**src/hdl/scc_params.svh**
```systemverilog
// Constants of the delay-chain configuration manager
// Widths, geometry, setting layout and Avalon address map
`ifndef SCC_PARAMS_SVH
`define SCC_PARAMS_SVH

// Avalon port
`define SCC_AVL_DATA_WIDTH 32
`define SCC_AVL_ADDR_WIDTH 13

// Memory geometry
`define SCC_READ_DQS_WIDTH 4
`define SCC_DQ_PER_DQS 8
`define SCC_DM_PER_DQS 1
`define SCC_DQ_WIDTH 32
`define SCC_DM_WIDTH 4

// Setting register file and its entry layout
`define SCC_SETTING_BITS 24
`define SCC_RFILE_DEPTH 16
`define SCC_RFILE_LATENCY 3
`define SCC_ENTRY_DQS 0
`define SCC_ENTRY_DQ 4
`define SCC_ENTRY_DQS_IO 12
`define SCC_ENTRY_DM 13

// Address map, section is avl_address[9:6]
`define SCC_BROADCAST 255
`define SCC_SECT_GROUP 0
`define SCC_SECT_SCAN 14
`define SCC_SECT_TRACK 15
`define SCC_TRACK_SAMPLE_INDEX 63

`endif

```
**src/hdl/scc_pkg.sv**
```systemverilog
// Shared types of the delay-chain configuration manager
`include "scc_params.svh"

package scc_pkg;

	// Scan command codes as carried in avl_address[3:0]
	typedef enum logic [3:0] {
		SCAN_DQS    = 4'd0,
		SCAN_DQS_IO = 4'd1,
		SCAN_DQ_IO  = 4'd2,
		SCAN_DM_IO  = 4'd3,
		SCAN_UPD    = 4'd8
	} scan_kind_t;

	typedef logic [`SCC_SETTING_BITS-1:0] setting_word_t;

	typedef logic [`SCC_AVL_DATA_WIDTH-1:0] avl_word_t;

	typedef logic [$clog2(`SCC_RFILE_DEPTH)-1:0] rfile_addr_t;

	// Field section, only 1 to 9 name a field
	typedef logic [3:0] field_sel_t;

	typedef logic signed [`SCC_AVL_DATA_WIDTH-1:0] sample_count_t;

endpackage

```
**src/hdl/scc_avl_port.sv**
```systemverilog
// Avalon-MM slave side: decode, access phasing, waitrequest and read-back,
// plus the group counter and the captured strobe-tracking bits
`timescale 1ns/10ps
`include "scc_params.svh"

module scc_avl_port (
	input  logic                           avl_clk,
	input  logic                           avl_reset_n,
	input  logic [`SCC_AVL_ADDR_WIDTH-1:0] avl_address,
	input  logic                           avl_write,
	input  logic [`SCC_AVL_DATA_WIDTH-1:0] avl_writedata,
	input  logic                           avl_read,
	output logic [`SCC_AVL_DATA_WIDTH-1:0] avl_readdata,
	output logic                           avl_waitrequest,
	input  logic [`SCC_READ_DQS_WIDTH-1:0] capture_strobe_tracking,
	input  scc_pkg::setting_word_t         word,
	input  scc_pkg::avl_word_t             field_rdata,
	input  logic                           scan_busy,
	input  logic                           scan_done,
	input  scc_pkg::sample_count_t         count [`SCC_READ_DQS_WIDTH],
	output scc_pkg::rfile_addr_t           rfile_addr,
	output scc_pkg::field_sel_t            field_sel,
	output scc_pkg::avl_word_t             field_wdata,
	output logic                           field_wr,
	output logic                           scan_start,
	output scc_pkg::scan_kind_t            scan_kind,
	output logic [7:0]                     scan_select,
	output logic [7:0]                     group_sel,
	output logic [`SCC_READ_DQS_WIDTH-1:0] count_load,
	output logic [`SCC_READ_DQS_WIDTH-1:0] count_step,
	output scc_pkg::sample_count_t         load_value,
	output logic [`SCC_READ_DQS_WIDTH-1:0] step_up
);
	import scc_pkg::*;

	localparam int N = `SCC_READ_DQS_WIDTH;
	localparam int LAT = `SCC_RFILE_LATENCY;
	localparam int IDX_W = $clog2(N);

	logic [3:0] sect;
	logic [5:0] index;
	logic avl_req;
	logic store_req;
	logic group_req;
	logic field_req;
	logic scan_req;
	logic trk_req;
	logic trk_sample;
	logic sel_bcast;
	logic port_up;
	logic [LAT-1:1] acc_stage;
	logic acc_begin;
	logic acc_wr_stage;
	logic acc_end;
	logic trk_phase;
	logic [7:0] group_counter;
	logic [N-1:0] trk_cap;
	rfile_addr_t field_entry;
	rfile_addr_t scan_entry;
	logic [7:0] sel_limit;

	assign sect = avl_address[9:6];
	assign index = avl_address[5:0];
	assign avl_req = avl_read || avl_write;
	assign sel_bcast = avl_writedata[7:0] == 8'(`SCC_BROADCAST);

	// Sections 0 to 13 share the register-file timing, unused ones included
	assign store_req = avl_req && (sect < 4'(`SCC_SECT_SCAN));
	assign group_req = avl_req && (sect == 4'(`SCC_SECT_GROUP));
	assign field_req = avl_req && (sect >= 4'd1) && (sect <= 4'd9);
	assign scan_req = avl_req && (sect == 4'(`SCC_SECT_SCAN));
	assign trk_req = avl_req && (sect == 4'(`SCC_SECT_TRACK));
	assign trk_sample = index == 6'(`SCC_TRACK_SAMPLE_INDEX);

	// Stage 1 is the request cycle itself, the last stage releases the master
	assign acc_begin = store_req && !(|acc_stage);
	assign acc_wr_stage = acc_stage[LAT-2];
	assign acc_end = acc_stage[LAT-1];

	always_ff @(posedge avl_clk or negedge avl_reset_n)
	begin
		if (!avl_reset_n)
		begin
			port_up <= 1'b0;
			acc_stage <= '0;
			trk_phase <= 1'b0;
			group_counter <= '0;
			trk_cap <= '0;
		end
		else
		begin
			port_up <= 1'b1;
			acc_stage <= {acc_stage[LAT-2:1], acc_begin};
			trk_phase <= trk_req && !trk_phase;
			trk_cap <= capture_strobe_tracking;
			if (group_req && avl_write && acc_wr_stage)
				group_counter <= avl_writedata[7:0];
		end
	end

	assign avl_waitrequest = !port_up ||
		(avl_req && !acc_end && !(scan_req && scan_done) && !trk_phase);

	// Sections 7 to 9 address the DQ entries
	assign field_entry = (sect >= 4'd7) ? rfile_addr_t'(`SCC_ENTRY_DQ + index) :
		rfile_addr_t'(index);

	always_comb
	begin
		scan_entry = rfile_addr_t'(`SCC_ENTRY_DQS);
		sel_limit = 8'hff;
		case (scan_kind)
		SCAN_DQS:
		begin
			if (!sel_bcast)
				scan_entry = rfile_addr_t'(`SCC_ENTRY_DQS + scan_select);
			sel_limit = 8'(N);
		end
		SCAN_DQS_IO:
		begin
			scan_entry = rfile_addr_t'(`SCC_ENTRY_DQS_IO);
			sel_limit = 8'd1;
		end
		SCAN_DQ_IO:
		begin
			scan_entry = sel_bcast ? rfile_addr_t'(`SCC_ENTRY_DQ) :
				rfile_addr_t'(`SCC_ENTRY_DQ + scan_select);
			sel_limit = 8'(`SCC_DQ_PER_DQS);
		end
		SCAN_DM_IO:
		begin
			scan_entry = rfile_addr_t'(`SCC_ENTRY_DM);
			sel_limit = 8'(`SCC_DM_PER_DQS);
		end
		default:
			sel_limit = 8'hff;
		endcase
	end

	assign scan_kind = scan_kind_t'(avl_address[3:0]);
	assign scan_select = avl_writedata[7:0];
	assign group_sel = group_counter;
	assign scan_start = scan_req && !scan_busy;

	assign rfile_addr = scan_req ? scan_entry : field_entry;
	assign field_sel = sect;
	assign field_wdata = avl_writedata;
	assign field_wr = field_req && avl_write && acc_wr_stage;

	assign load_value = sample_count_t'(avl_writedata);
	assign step_up = trk_cap;

	// Loads and samples land at the end of the second tracking cycle
	always_comb
	begin
		for (int i = 0; i < N; i++)
		begin
			count_load[i] = trk_phase && avl_write && !trk_sample && (index == 6'(i));
			count_step[i] = trk_phase && avl_write && trk_sample &&
				(sel_bcast || avl_writedata[7:0] == 8'(i));
		end
	end

	always_comb
	begin
		avl_readdata = '0;
		if (group_req)
			avl_readdata = avl_word_t'(group_counter);
		else if (field_req)
			avl_readdata = field_rdata;
		else if (scan_req)
			avl_readdata = avl_word_t'(word);  // the word being scanned
		else if (trk_req && index < 6'(N))
			avl_readdata = count[index[IDX_W-1:0]];
	end

	// A scan command carries a broadcast or an in-range select for its kind
	a_scan_select: assert property (@(posedge avl_clk) disable iff (!avl_reset_n)
		scan_start |-> (scan_select == 8'(`SCC_BROADCAST)) || (scan_select < sel_limit));

	// Tracking accesses other than a sample address an existing counter
	a_track_index: assert property (@(posedge avl_clk) disable iff (!avl_reset_n)
		(trk_req && !trk_sample) |-> (index < 6'(N)));

endmodule

```
**config.mk**
```make
export PLATFORM = sky130hd
export DESIGN_NAME = scc_avl_port
export DESIGN_NICKNAME = d
export VERILOG_FILES = /design/src/hdl/scc_pkg.sv /design/src/hdl/scc_avl_port.sv
export VERILOG_INCLUDE_DIRS = /design/src /design/src/hdl
export SDC_FILE = /design/constraint.sdc
export NUM_CORES = 1
export LEC_CHECK = 0
export BUFFER_PORTS_ARGS = -buffer_cell sky130_fd_sc_hd__buf_2
export CELL_PAD_IN_SITES_DETAIL_PLACEMENT = 1
export CELL_PAD_IN_SITES_GLOBAL_PLACEMENT = 2
export CORE_AREA = 2 2 146 148
export CTS_CLUSTER_SIZE = 20
export DETAILED_ROUTE_END_ITERATION = 10
export DIE_AREA = 0 0 148 150
export PLACE_DENSITY = 0.8
export SLEW_MARGIN = 20
export SYNTH_ARGS = -nofsm -noshare
export SYNTH_HDL_FRONTEND = slang
export SYNTH_SLANG_ARGS = --single-unit
export TNS_END_PERCENT = 5
```
**constraint.sdc**
```tcl
create_clock -name avl_clk -period 2.2 [get_ports avl_clk]
set_input_delay 0.44 -clock avl_clk [delete_from_list [all_inputs] [get_ports avl_clk]]
set_output_delay 0.44 -clock avl_clk [all_outputs]
set_load 0.05 [all_outputs]
```
---- Word-level counts from Yosys, hierarchy flattened ----
Index checks and enable logic that the tools add are counted.
cells by class
  magnitude comparators ................... 6
  multipliers ............................. 0
  $add $sub $neg .......................... 2
  bitwise logic cells ..................... 1
  multiplexer cells ....................... 12
  reduce and logical (&&, ||, !) cells .... 47
  eq/ne operators ......................... 13
  shift operators ......................... 0
  divide/modulo/power cells ............... 0
operators with widths
  cell                                                         number
  two-way mux 32 bit                                           6
  binary-select mux 32 bit (select 2 bit)                      1
  logical AND 1 bit                                            29
  == test 8 x 2 -> 1 bit (second input constant)               2
  two-way mux 4 bit                                            4
  case mux 4 bit (4 select lines)                              1
  == test 6 x 2 -> 1 bit (second input constant)               2
  adder 3 x 4 -> 4 bit (first input constant)                  2
  == test 4 x 2 -> 1 bit (second input constant)               2
  == test 4 bit (second input constant)                        2
  == test 8 x 1 -> 1 bit (second input constant)               1
  == test 8 bit (second input constant)                        1
  zero test 4 bit                                              2
  zero test 8 bit                                              1
  zero test 1 bit                                              7
  == test 6 x 1 -> 1 bit (second input constant)               1
  == test 6 bit (second input constant)                        1
  zero test 6 bit                                              1
  logical OR 1 bit                                             6
  less-than comparator 6 x 3 -> 1 bit (second input constant)  1
  == test 4 x 1 -> 1 bit (second input constant)               1
  >= comparator 4 x 1 -> 1 bit (second input constant)         1
  >= comparator 4 x 3 -> 1 bit (second input constant)         1
  less-or-equal comparator 4 bit (second input constant)       1
  4 further kinds                                              4
storage, ports and cells
  bits in latches ......................... 0
  bits in registers ....................... 16
  ROM bits ................................ 0
  word-level logic and storage cells ...... 86
  bits of input ports ..................... 239
  memories ................................ 0
  memory bits (writable) .................. 0
  output and inout port bits .............. 139

---- Longest topological paths before layout ----
Gate-level depths: netlist of run 1.
  depth in word-level cells ............... 8
  mapped depth ............................ 7
  depth with buffers taken out ............ 5

---- Least setup slack after synthesis of run 1 ----
Ideal clock, no wire load.
  path kind ............................... input to output
  start point ............................. input avl_address[2]
  end point ............................... output count_load[2]
  required time ........................... 1.760 ns
  buffers on the path ..................... 0
  slack ................................... -0.274 ns
  stages on the path ...................... 4
  arrival ................................. 2.034 ns
  path through ............................ inv_1 ha_1 nand4_1 nor3b_1
between the ends
  cells in the longest elaborated chain, start to end .. 4
  elaborated cells on any way between the ends .. 5
  classes of those cells .................. eq/ne (2); reduce/logical (3)
ends and longest elaborated chain
  element              RTL line             RTL
  start: declaration   scc_avl_port.sv:9    input logic [`SCC_AVL_ADDR_WIDTH-1:0] avl_address,
  == test 6 bit        scc_avl_port.sv:73   assign trk_sample = index == 6'(`SCC_TRACK_SAMPLE_INDEX);
  zero test 1 bit      scc_avl_port.sv:158  count_load[i] = trk_phase && avl_write && !trk_sample && (index == 6'(i));
  logical AND 1 bit    scc_avl_port.sv:158
  logical AND 1 bit *  scc_avl_port.sv:158
  end: declaration     scc_avl_port.sv:29   output logic [`SCC_READ_DQS_WIDTH-1:0] count_load,
Mark *: on every way between the ends. The rest lies on a longest branch, timed or not.

---- Final worst setup path of run 1 ----
  start point ............................. input avl_address[7]
  end point ............................... output avl_readdata[22]
between the ends
  cells in the longest elaborated chain, start to end .. 7
  elaborated cells on any way between the ends .. 15
  classes of those cells .................. order compare (2); eq/ne (2); mux (4); reduce/logical (7)
ends and longest elaborated chain
  element               RTL line             RTL
  == test 4 bit         scc_avl_port.sv:72   assign trk_req = avl_req && (sect == 4'(`SCC_SECT_TRACK));
  logical AND 1 bit     scc_avl_port.sv:72
  logical AND 1 bit     scc_avl_port.sv:173  else if (trk_req && index < 6'(N))
  two-way mux 32 bit    scc_avl_port.sv:173
  two-way mux 32 bit    scc_avl_port.sv:171  else if (scan_req)
  two-way mux 32 bit    scc_avl_port.sv:169  else if (field_req)
  two-way mux 32 bit *  scc_avl_port.sv:167  if (group_req)
  end: declaration      scc_avl_port.sv:13   output logic [`SCC_AVL_DATA_WIDTH-1:0] avl_readdata,
Marked as above.

==> summary.txt, run 1 <==
Timing
  • RSZ-0062 raised after global routing: yes
  • Final worst path period need: about 2300 ps
  • Worst Clk Skew: approximately 0.61 ps
  • Final period util: 1.05
  • Setup WS post-layout: -117 ps
  • Setup violators final: 25
  • Worst slew margin: 0.561
  • Worst-Margin Slew: around 660 ps
  • TNS Setup: -1910 ps
  • F_max: roughly 430 MHz
  • Endpoints failing hold: 0
  • Fin. max-slew vios: 0

Setup path
  • Worst Path Arrival: 1880 ps
  • CP Launch Type: input port
  • CP cell instances: buf_12, o21a_1, buf_6, or3_4, buf_6, buf_6, nor2_2, nor2_1, buf_6
  • Setup CP Type: in2out
  • Crit-path most repeated cell: buf_6
  • Bufs and invs on worst path: 5
  • R2r startpoint: acc_stage[1]$_DFF_PN0_
  • Max incr delay on CP: about 390 ps
  • Crit-path slowest cell: or3_4
  • Req. time, crit path: between 1500 and 2000 ps
  • CP startpoint: avl_address[7]
  • R2R Setup Slk: 1000 ps
  • CP Max Fanout: 6
  • Delay-heaviest family, CP: buffers and inverters
  • Critical Path End Type: primary output

GRT
  • Initial antenna violation count: 2
  • Number of global-route vias before repair: about 4000
  • Remaining Overflow, GRT: 0
  • GRT Util Overall: 0.138
  • Pin count of the biggest net entering global routing: 22
  • Met3 Usage GRT: 0.0305
  • Met1 usage: 0.154
  • Top Usage Layer GRT: met2
  • GR Util met2: 0.266
  • First-pass GRT wire length: ~23000 µm

Power
  • Static leakage: roughly 0.0026 µW
  • Worst vdd ir: about 0.36 mV
  • Pwr dens: ~440 mW/mm²

Run status
  • Violated checks: negative setup slack
  • Status: finished, violations left

Synth
  • Post-Syn Area: approximately 0.0031 mm²
  • Synth cell types: 46
  • Syn avg cell area: approximately 9.9 µm²
  • Syn Nets: 554
  • Ys flop type: dfrtp_1
  • Synth async-reset ratio: 1.00
  • Number of enable flip-flop cells after synthesis: 0
  • Syn Inst Count: 310
  • Ys Warns: 0
  • Sequential fraction of the synthesis area: 0.131
  • #FFs+latches synth: 16

Die
  • Chip width: ~150 µm
  • Initial core utilization: 0.148
  • Core Rows: 53
  • Die Footprint: ~0.022 mm²
  • I/O pin count: 378
  • Core area: a little over 0.02 mm²
  • Die height: 150 µm

Cells and area
  • Area Overhead vs Synth: 75.6%
  • Layout cells sized above 1: 0.812
  • Most frequent cells in the layout: 255 x buf_2, 49 x buf_4, 40 x buf_6
  • Post-layout util: 0.260
  • Most common cell after layout, fill and taps aside: buf_2
  • Layout Nets: between 800 and 900

CTS
  • Hold Buf Count CTS: 0
  • Root Driver: clkbuf_16
  • Clk_lat worst skew: approximately 250 ps
  • Clock Sinks: 16
  • TritonCTS clock tree: done
  • CTS buffer count: 3
  • Htree depth: 1
  • Maximum clock path buffer count: 2
  • Worst-path clk slew: 50 ps

Route
  • Drt via density: roughly 4.2
  • Final ANT Viol Nets: 0
  • Drt wl/cell: 19.0 µm
  • Vias: 3599
  • Detailed-route DRC error count: 0
  • DR iter-0 viols: 60
  • Final WL: ~16000 µm
  • DRT Pass-1 Iters: 4

Placed design
  • GPL Wtd Cong: about 0.75
  • Pre-CTS setup slack: -445 ps
  • Dpl hpwl: approximately 14000 µm
  • Buffers on Ports: ~300

Job
  • Total of max-cap violations: 0

Hold path
  • Hold Crit Class: in2async
[state kept, by name, summed over array words and instances (netlist names)]
name and flops:
acc_stage 2, group_sel 8, port_up 1, step_up 4, trk_phase 1
[worst paths after layout]
path	endpoint	cells after the start
worst max-delay path	avl_readdata[22]	9
worst min-delay path	group_sel[5]$_DFFE_PN0P_	1
worst max register to register	group_sel[3]$_DFFE_PN0P_	3
worst min register to register	acc_stage[2]$_DFF_PN0_	0
max in group asynchronous	port_up$_DFF_PN0_	1
min in group avl_clk	step_up[3]$_DFF_PN0_	1
[Yosys cell counts, types with 2 or more instances]
cell	number	area, µm²
clkbuf_1	2	7.51
o21a_1	4	30.0
and3_1	2	12.5
nor2_1	48	180
mux4_2	32	721
a221oi_2	13	195
nand4_1	2	12.5
buf_4	83	623
o22ai_1	9	56.3
inv_1	5	18.8
buf_6	12	135
dfrtp_1	16	400
a221oi_1	11	96.3
buf_2	3	15.0
nor3_1	5	25.0
ha_1	5	62.6
nor4_1	2	12.5
a22o_1	9	78.8
nand3_1	3	15.0
mux2_2	8	90.1
nor3b_1	3	22.5
nand2_1	9	33.8
[layout make-up]
| type | instances | area [µm²] |
|---|---|---|
| clock buffers | 4 | 88.8 |
| well taps | 275 | 344 |
| diodes | 3 | 7.51 |
| multi-input cells | 187 | 2100 |
| inverters | 5 | 18.8 |
| flip-flops and latches | 16 | 400 |
| fillers | 2467 | 15300 |
| repair buffers | 362 | 2420 |
[metal layers]
| metal | part of all wire | up-vias |
|---|---|---|
| met5 | 0 | - |
| met4 | 0.012 | 0 |
| met3 | 0.077 | 23 |
| met2 | 0.54 | 191 |
| met1 | 0.37 | 1752 |
| li1 | - | 1633 |
[power breakdown]
group	switching (µW)	total [µW]	internal, µW	leakage [µW]
sequential	62.6	415	352	0.000202
combinational	936	1580	640	0.00235
clock	121	397	276	0.0000442
[what timing repair did]
action                     in CTS  in global routing
buffers inserted                2                  0
setup endpoints to repair      41                 42
cloned                          1                  0
resized for setup             123                 38
pin swaps                      13                 12
[cell families after synthesis]
group,share of synthesized area
buffers and inverters,0.267
AOI/OAI and AO/OA,0.180
adders and majority gates,0.0204
xor gates and xnor gates,0.00572
and+or+nand+nor,0.126
other,0.00122
DFF,0.131
muxes,0.268
[per-stage QoR]
| stage | hold WS [ps] | std cells | instance area, µm² | power, µW |
|---|---|---|---|---|
| 2_1_floorplan | 144 | 310 | 3060 | 1540 |
| 3_3_place_gp | 389 | 842 | 4640 | 1790 |
| 3_5_place_dp | 399 | 842 | 4640 | 1810 |
| 4_1_cts | 128 | 849 | 5200 | 2380 |
| 5_1_grt | 140 | 850 | 5370 | 2510 |
| 6_report | 115 | 852 | 5380 | 2390 |
[worst reg2reg max path: stages (launching register included)]
cell	delay, ps
dfrtp_1	380
and3_1	180
buf_4	170
mux2_2	350
Note: power is estimated with default switching activity, not from simulation.
==> run 2, diff against run 1 <==
==> constraint.sdc (replaced) <==
create_clock -name avl_clk -period 2.2 [get_ports avl_clk]
set_input_delay 0.44 -clock avl_clk [delete_from_list [all_inputs] [get_ports avl_clk]]
set_output_delay 0.44 -clock avl_clk [all_outputs]
set_load 0.02 [all_outputs]
==> run 2 against run 1 <==
Against the previous run:
- utilization down 0.96 points
- critical path depth down 1
- non-clock buffer count down 4
- combinational power down 25%
- register-to-register slack about the same
- count of clock-buffer cells in the layout down 1
- global-route usage about the same
- sequential power down 2%
- clock skew up 0.96 ps
- worst setup slack better by 46 ps
- the flow still finishes with violations (negative setup slack)
- sequential share of layout area up 0.29 points
==> summary.txt, run 2 (same netlist as run 1, synthesis figures left out) <==
Job
  • Total of max-cap violations: 0

Cells and area
  • Layout Nets: between 800 and 900
  • Multi-input logic area: 0.00203 mm²
  • Max FFs per register: 8
  • Register area: between 400 and 500 µm²
  • Layout cells sized above 1: 0.773
  • Most common cell after layout, fill and taps aside: buf_2
  • # fillers: between 2000 and 3000
  • Most frequent cells in the layout: 280 x buf_2, 49 x buf_4, 44 x nor2_1
  • Area Overhead vs Synth: 69.1%

Setup path
  • CP startpoint: avl_read
  • Delay-heaviest family, CP: buffers and inverters
  • CP Launch Type: input port
  • CP Depth: 8
  • Bufs and invs on worst path: 4
  • Worst Path Arrival: 1830 ps
  • Worst Setup EP: avl_readdata[17]
  • CP cell instances: buf_2, o2111a_2, nor2b_4, buf_12, clkbuf_16, a221oi_2, nor2_1, buf_4
  • Critical Path End Type: primary output
  • Worst R2R Path Depth: 3
  • Setup CP Type: in2out
  • Req. time, crit path: between 1500 and 2000 ps
  • R2r startpoint: acc_stage[1]$_DFF_PN0_
  • Max incr delay on CP: approximately 280 ps
  • CP Max Fanout: 14
  • R2R Setup Slk: 1000 ps
  • Crit Reg-Reg Endpoint: group_sel[3]$_DFFE_PN0P_
  • Crit-path slowest cell: o2111a_2

GRT
  • Number of global-route vias before repair: between 3000 and 4000
  • GR Util met2: 0.266
  • Remaining Overflow, GRT: 0
  • Met1 usage: 0.149
  • Pin count of the biggest net entering global routing: 22
  • GRT Util Overall: 0.137
  • First-pass GRT wire length: 23300 µm
  • Met3 Usage GRT: 0.0299
  • Top Usage Layer GRT: met2
  • Initial antenna violation count: 4

Power
  • Pwr dens: approximately 380 mW/mm²
  • Pwr Total: between 1500 and 2000 µW
  • Worst vdd ir: between 0.2 and 0.25 mV
  • Static leakage: between 0.002 and 0.003 µW

Route
  • Vias: 3535
  • DR iter-0 viols: slightly above 60
  • Final ANT Viol Nets: 0
  • DRT Pass-1 Iters: 4
  • Detailed-route DRC error count: 0
  • Drt via density: between 4 and 5
  • Final WL: ~16000 µm
  • Drt wl/cell: ~19 µm

CTS
  • Clk_lat worst skew: ~250 ps
  • Worst-path clk slew: around 50 ps
  • TritonCTS clock tree: done
  • Root Driver: clkbuf_16
  • Maximum clock path buffer count: 2
  • Htree depth: 1
  • CTS buffer count: 3
  • Clock Sinks: 16

Run status
  • Violated checks: negative setup slack
  • Status: finished, violations left

Timing
  • Worst slew margin: 0.656
  • Worst Clk Skew: around 1.6 ps
  • Worst-Margin Slew: between 500 and 600 ps
  • RSZ-0062 raised after global routing: yes
  • Endpoints failing hold: 0
  • Final period util: 1.03
  • Setup violators final: 21
  • Setup WS post-layout: -70.8 ps
  • Final worst path period need: around 2300 ps
  • F_max: roughly 440 MHz
  • Fin. max-slew vios: 0

Placed design
  • Dpl hpwl: 13400 µm
  • GPL Wtd Cong: 0.707
  • Pre-CTS setup slack: -277 ps
  • Buffers on Ports: between 300 and 400

Die
  • Die Footprint: about 0.022 mm²
  • Core Rows: 53
  • Core area: 0.0207 mm²
  • Die height: 150 µm
  • I/O pin count: around 380
  • Initial core utilization: 0.148
  • Chip width: ~150 µm

Hold path
  • Hold Crit Class: in2async
[run 2: cell count changes in the layout (fill, tap and decap cells not counted), moves of 5 or more]
cell,delta
buf_12,+5
nor2_4,-7
nor2_2,-10
buf_2,+25
o22ai_2,-5
buf_6,-31
o22ai_1,+5
nor2_1,+17
[run 2: repair_timing]
| item | 4_1_cts | 5_1_grt |
|---|---|---|
| cloned | 3 | 1 |
| pin swaps | 17 | 16 |
| buffers inserted | 3 | 0 |
| hold buffers | 0 | 0 |
| endpoints found under the setup margin | 34 | 35 |
| gates resized for setup | 51 | 25 |
[run 2: where the power goes]
part	internal [µW]	total [µW]	switching (µW)
combinational	599	1190	589
sequential	353	406	53.7
clock	239	363	124
total	1190	1960	767
[run 2: worst min-delay path by stage]
stage	from	endpoint	cells past startpoint
global placement	avl_reset_n	group_sel[6]$_DFFE_PN0P_	1
finish	avl_reset_n	group_sel[6]$_DFFE_PN0P_	1
detailed placement	avl_reset_n	group_sel[5]$_DFFE_PN0P_	1
CTS	avl_reset_n	group_sel[3]$_DFFE_PN0P_	1
floorplan	avl_reset_n	acc_stage[1]$_DFF_PN0_	0
global route	avl_reset_n	group_sel[5]$_DFFE_PN0P_	1
[run 2: routing by layer]
metal  share of wire  up-vias
met3           0.077       28
met4           0.015        0
met1            0.36     1692
li1                -     1626
met5               0        -
met2            0.55      189
[run 2: final cells by class]
class / instances / share of cell area
repair buffers: 358 / 0.444
well taps: 275 / 0.0664
inverters: 5 / 0.00362
diodes: 4 / 0.00193
flip-flops and latches: 16 / 0.0773
clock buffers: 3 / 0.0145
multi-input cells: 187 / 0.392
[run 2: per-stage QoR]
| step | cells | area [µm²] | hold WS (ps) | TNS (ps) | util |
|---|---|---|---|---|---|
| 2_1_floorplan | 310 | 3060 | 144 | 0 | - |
| 3_3_place_gp | 835 | 4640 | 386 | -3840 | 0.224 |
| 3_5_place_dp | 835 | 4640 | 398 | -4380 | 0.224 |
| 4_1_cts | 844 | 5030 | 125 | -1680 | 0.243 |
| 5_1_grt | 847 | 5180 | 141 | -2140 | 0.250 |
| 6_report | 848 | 5180 | 116 | -618 | 0.250 |
==> run 3, diff against run 2 <==
==> constraint.sdc (replaced) <==
create_clock -name avl_clk -period 2.2 [get_ports avl_clk]
set_input_delay 0.22 -clock avl_clk [delete_from_list [all_inputs] [get_ports avl_clk]]
set_output_delay 0.22 -clock avl_clk [all_outputs]
set_load 0.02 [all_outputs]
==> run 3 against run 2 <==
Against the previous run:
- the flow now finishes without violations
- largest power group unchanged
- combinational power shrank 17%
- clock skew grew 1.0 ps
- critical path type unchanged
- clock power shrank 3%
- global-route usage shrank 1.0 points
- via count shrank 5.4%
- total power shrank 11%
- non-clock buffer count shrank 41
- critical endpoint is now avl_readdata[12]
- critical path depth shrank 2
- sequential share of layout area grew 1.4 points
- routed wire length shrank 6.0%
- sequential power is essentially flat
- die area is the same
==> summary.txt, run 3 (same netlist as run 1, synthesis figures left out) <==
Placed design
  • Buffers on Ports: just over 300
  • Dpl hpwl: about 13000 µm
  • GPL Wtd Cong: 0.720

CTS
  • CTS buffer count: 3
  • Htree depth: 1
  • Post-CTS Setup Inserts: 0
  • TritonCTS clock tree: done
  • Maximum clock path buffer count: 2
  • Clock Sinks: 16
  • Clk_lat worst skew: approximately 240 ps
  • Worst-path clk slew: around 50 ps
  • Root Driver: clkbuf_16

Power
  • Clock group share of total power: 0.202
  • Comb pwr share: 0.566
  • Worst vdd ir: between 0.3 and 0.4 mV
  • Static leakage: 0.00220 µW
  • Switching share of power: 0.398
  • Pwr dens: between 300 and 400 mW/mm²
  • Net Sw Power: roughly 700 µW
  • Pwr Total: between 1500 and 2000 µW
  • Cell internal pwr: around 1100 µW
  • Register share of total power: 0.232

Route
  • Met3 WL: between 1000 and 1500 µm
  • DR iter-0 viols: 93
  • DR top layer: met4
  • Drt via density: around 4.2
  • DRT Pass-1 Iters: 4
  • WL met1: between 5000 and 6000 µm
  • Detailed-route DRC error count: 0
  • Final ANT Viol Nets: 0
  • Vias: approximately 3300
  • Routed length on met2: a little over 8000 µm
  • Final WL: roughly 15000 µm
  • Drt wl/cell: about 19 µm

GRT
  • Number of global-route vias before repair: roughly 3500
  • First-pass GRT wire length: 21500 µm
  • Initial antenna violation count: 1
  • GRT Util Overall: 0.127
  • Pin count of the biggest net entering global routing: 34
  • Remaining Overflow, GRT: 0

Timing
  • Worst Clk Skew: about 2.6 ps
  • Endpoints failing hold: 0
  • RSZ-0062 raised after global routing: no
  • Final period util: 0.897
  • Fin. max-slew vios: 0
  • Final worst path period need: roughly 2000 ps
  • Worst slew margin: 0.664
  • TNS Setup: 0 ps
  • F_max: 507 MHz
  • Setup violators final: 0
  • Worst-Margin Slew: approximately 500 ps

Run status
  • Status: completed

Die
  • Core Rows: 53
  • Chip width: around 150 µm
  • Die Footprint: roughly 0.022 mm²
  • Initial core utilization: 0.148
  • I/O pin count: 378
  • Core area: 0.0207 mm²
  • Die height: 150 µm

Cells and area
  • Max FFs per register: 8
  • Most common cell after layout, fill and taps aside: buf_2
  • Layout cells sized above 1: 0.720
  • Area Overhead vs Synth: 43.6%
  • Multi-input logic area: between 0.0015 and 0.002 mm²
  • Register area: roughly 400 µm²
  • Layout Nets: 774
  • Most frequent cells in the layout: 302 x buf_2, 47 x nor2_1, 32 x mux4_2
  • # fillers: between 2000 and 3000

Setup path
  • Worst Path Arrival: 1750 ps
  • R2R Setup Slk: 1000 ps
  • CP Max Fanout: 25
  • R2r startpoint: acc_stage[1]$_DFF_PN0_
  • CP Launch Type: input port
  • Worst R2R Path Depth: 3
  • Critical Path End Type: primary output
  • Crit Reg-Reg Endpoint: group_sel[4]$_DFFE_PN0P_
  • Req. time, crit path: 1980 ps
  • Setup CP Type: in2out

Hold path
  • Hold Crit Class: in2reg
  • Hold Path End: step_up[3]$_DFF_PN0_
  • Hold Path Origin: capture_strobe_tracking[3]
  • Hold Path Depth: 1

Job
  • Total of max-cap violations: 0
-- run 3: cell types whose count changed in the layout (fill, tap and decap cells not counted), sizes merged --
| cell | before | now |
|---|---|---|
| diode | 4 | 1 |
| bufbuf | 1 | 0 |
| buf | 356 | 316 |
| dlygate4sd3 | 0 | 1 |
| clkbuf | 4 | 3 |
-- run 3: metal layers --
layer / up-vias / track usage
li1: 1535 / -
met1: 1601 / 0.143
met2: 188 / 0.247
met3: 19 / 0.0293
met4: 0 / 0.0190
met5: - / 0
-- run 3: area by class of cell --
class                      count  share of cell area
antenna                        1            0.000569
inverter                       5             0.00427
sequential                    16              0.0911
timing repair buffer         317               0.387
tap                          275              0.0783
clock buffer                   3              0.0171
multi-input combinational    187               0.422
-- run 3: worst max-delay path: stages --
cell and delay [ps]:
buf_2 190, buf_12 240, mux4_2 560, a221oi_2 290, nor2_1 70, buf_2 160
-- run 3: power groups by stage --
stage | Clock, µW | Combinational [µW] | Sequential [µW]
after floorplan | 0 | 657 | 448
after global placement | 0 | 986 | 409
after detailed placement | 0 | 1000 | 411
after CTS | 368 | 1010 | 408
after global routing | 379 | 1070 | 414
final | 352 | 986 | 405
-- run 3: how the worst max path moves through the flow --
stage                         from               end  slack (ps)  cells past startpoint
floorplan           avl_address[0]  avl_readdata[10]         590                      5
global placement    avl_address[7]   avl_readdata[0]         170                      7
detailed placement  avl_address[7]   avl_readdata[0]          90                      7
CTS                 avl_address[7]   avl_readdata[0]          70                      7
global route             avl_write   avl_readdata[0]         110                      8
finish              avl_address[0]  avl_readdata[12]         230                      6
-- run 3: per-stage QoR --
stage | instances | hold slack (ps) | util | cell area, µm² | setup WS (ps)
6_report | 804 | 80.5 | 0.212 | 4400 | 227
5_1_grt | 803 | 72.0 | 0.212 | 4390 | 114
4_1_cts | 803 | 75.3 | 0.212 | 4390 | 68.4
3_5_place_dp | 799 | 180 | 0.208 | 4310 | 91.2
3_3_place_gp | 799 | 172 | 0.208 | 4310 | 168
2_1_floorplan | 310 | -75.6 | - | 3060 | 590
-- run 3: timing repair --
item / in CTS / in global routing
endpoints found under the setup margin: 0 / 1
hold buffers: 1 / 0
hold endpoints to repair: 16 / 0
resized for setup: 0 / 1
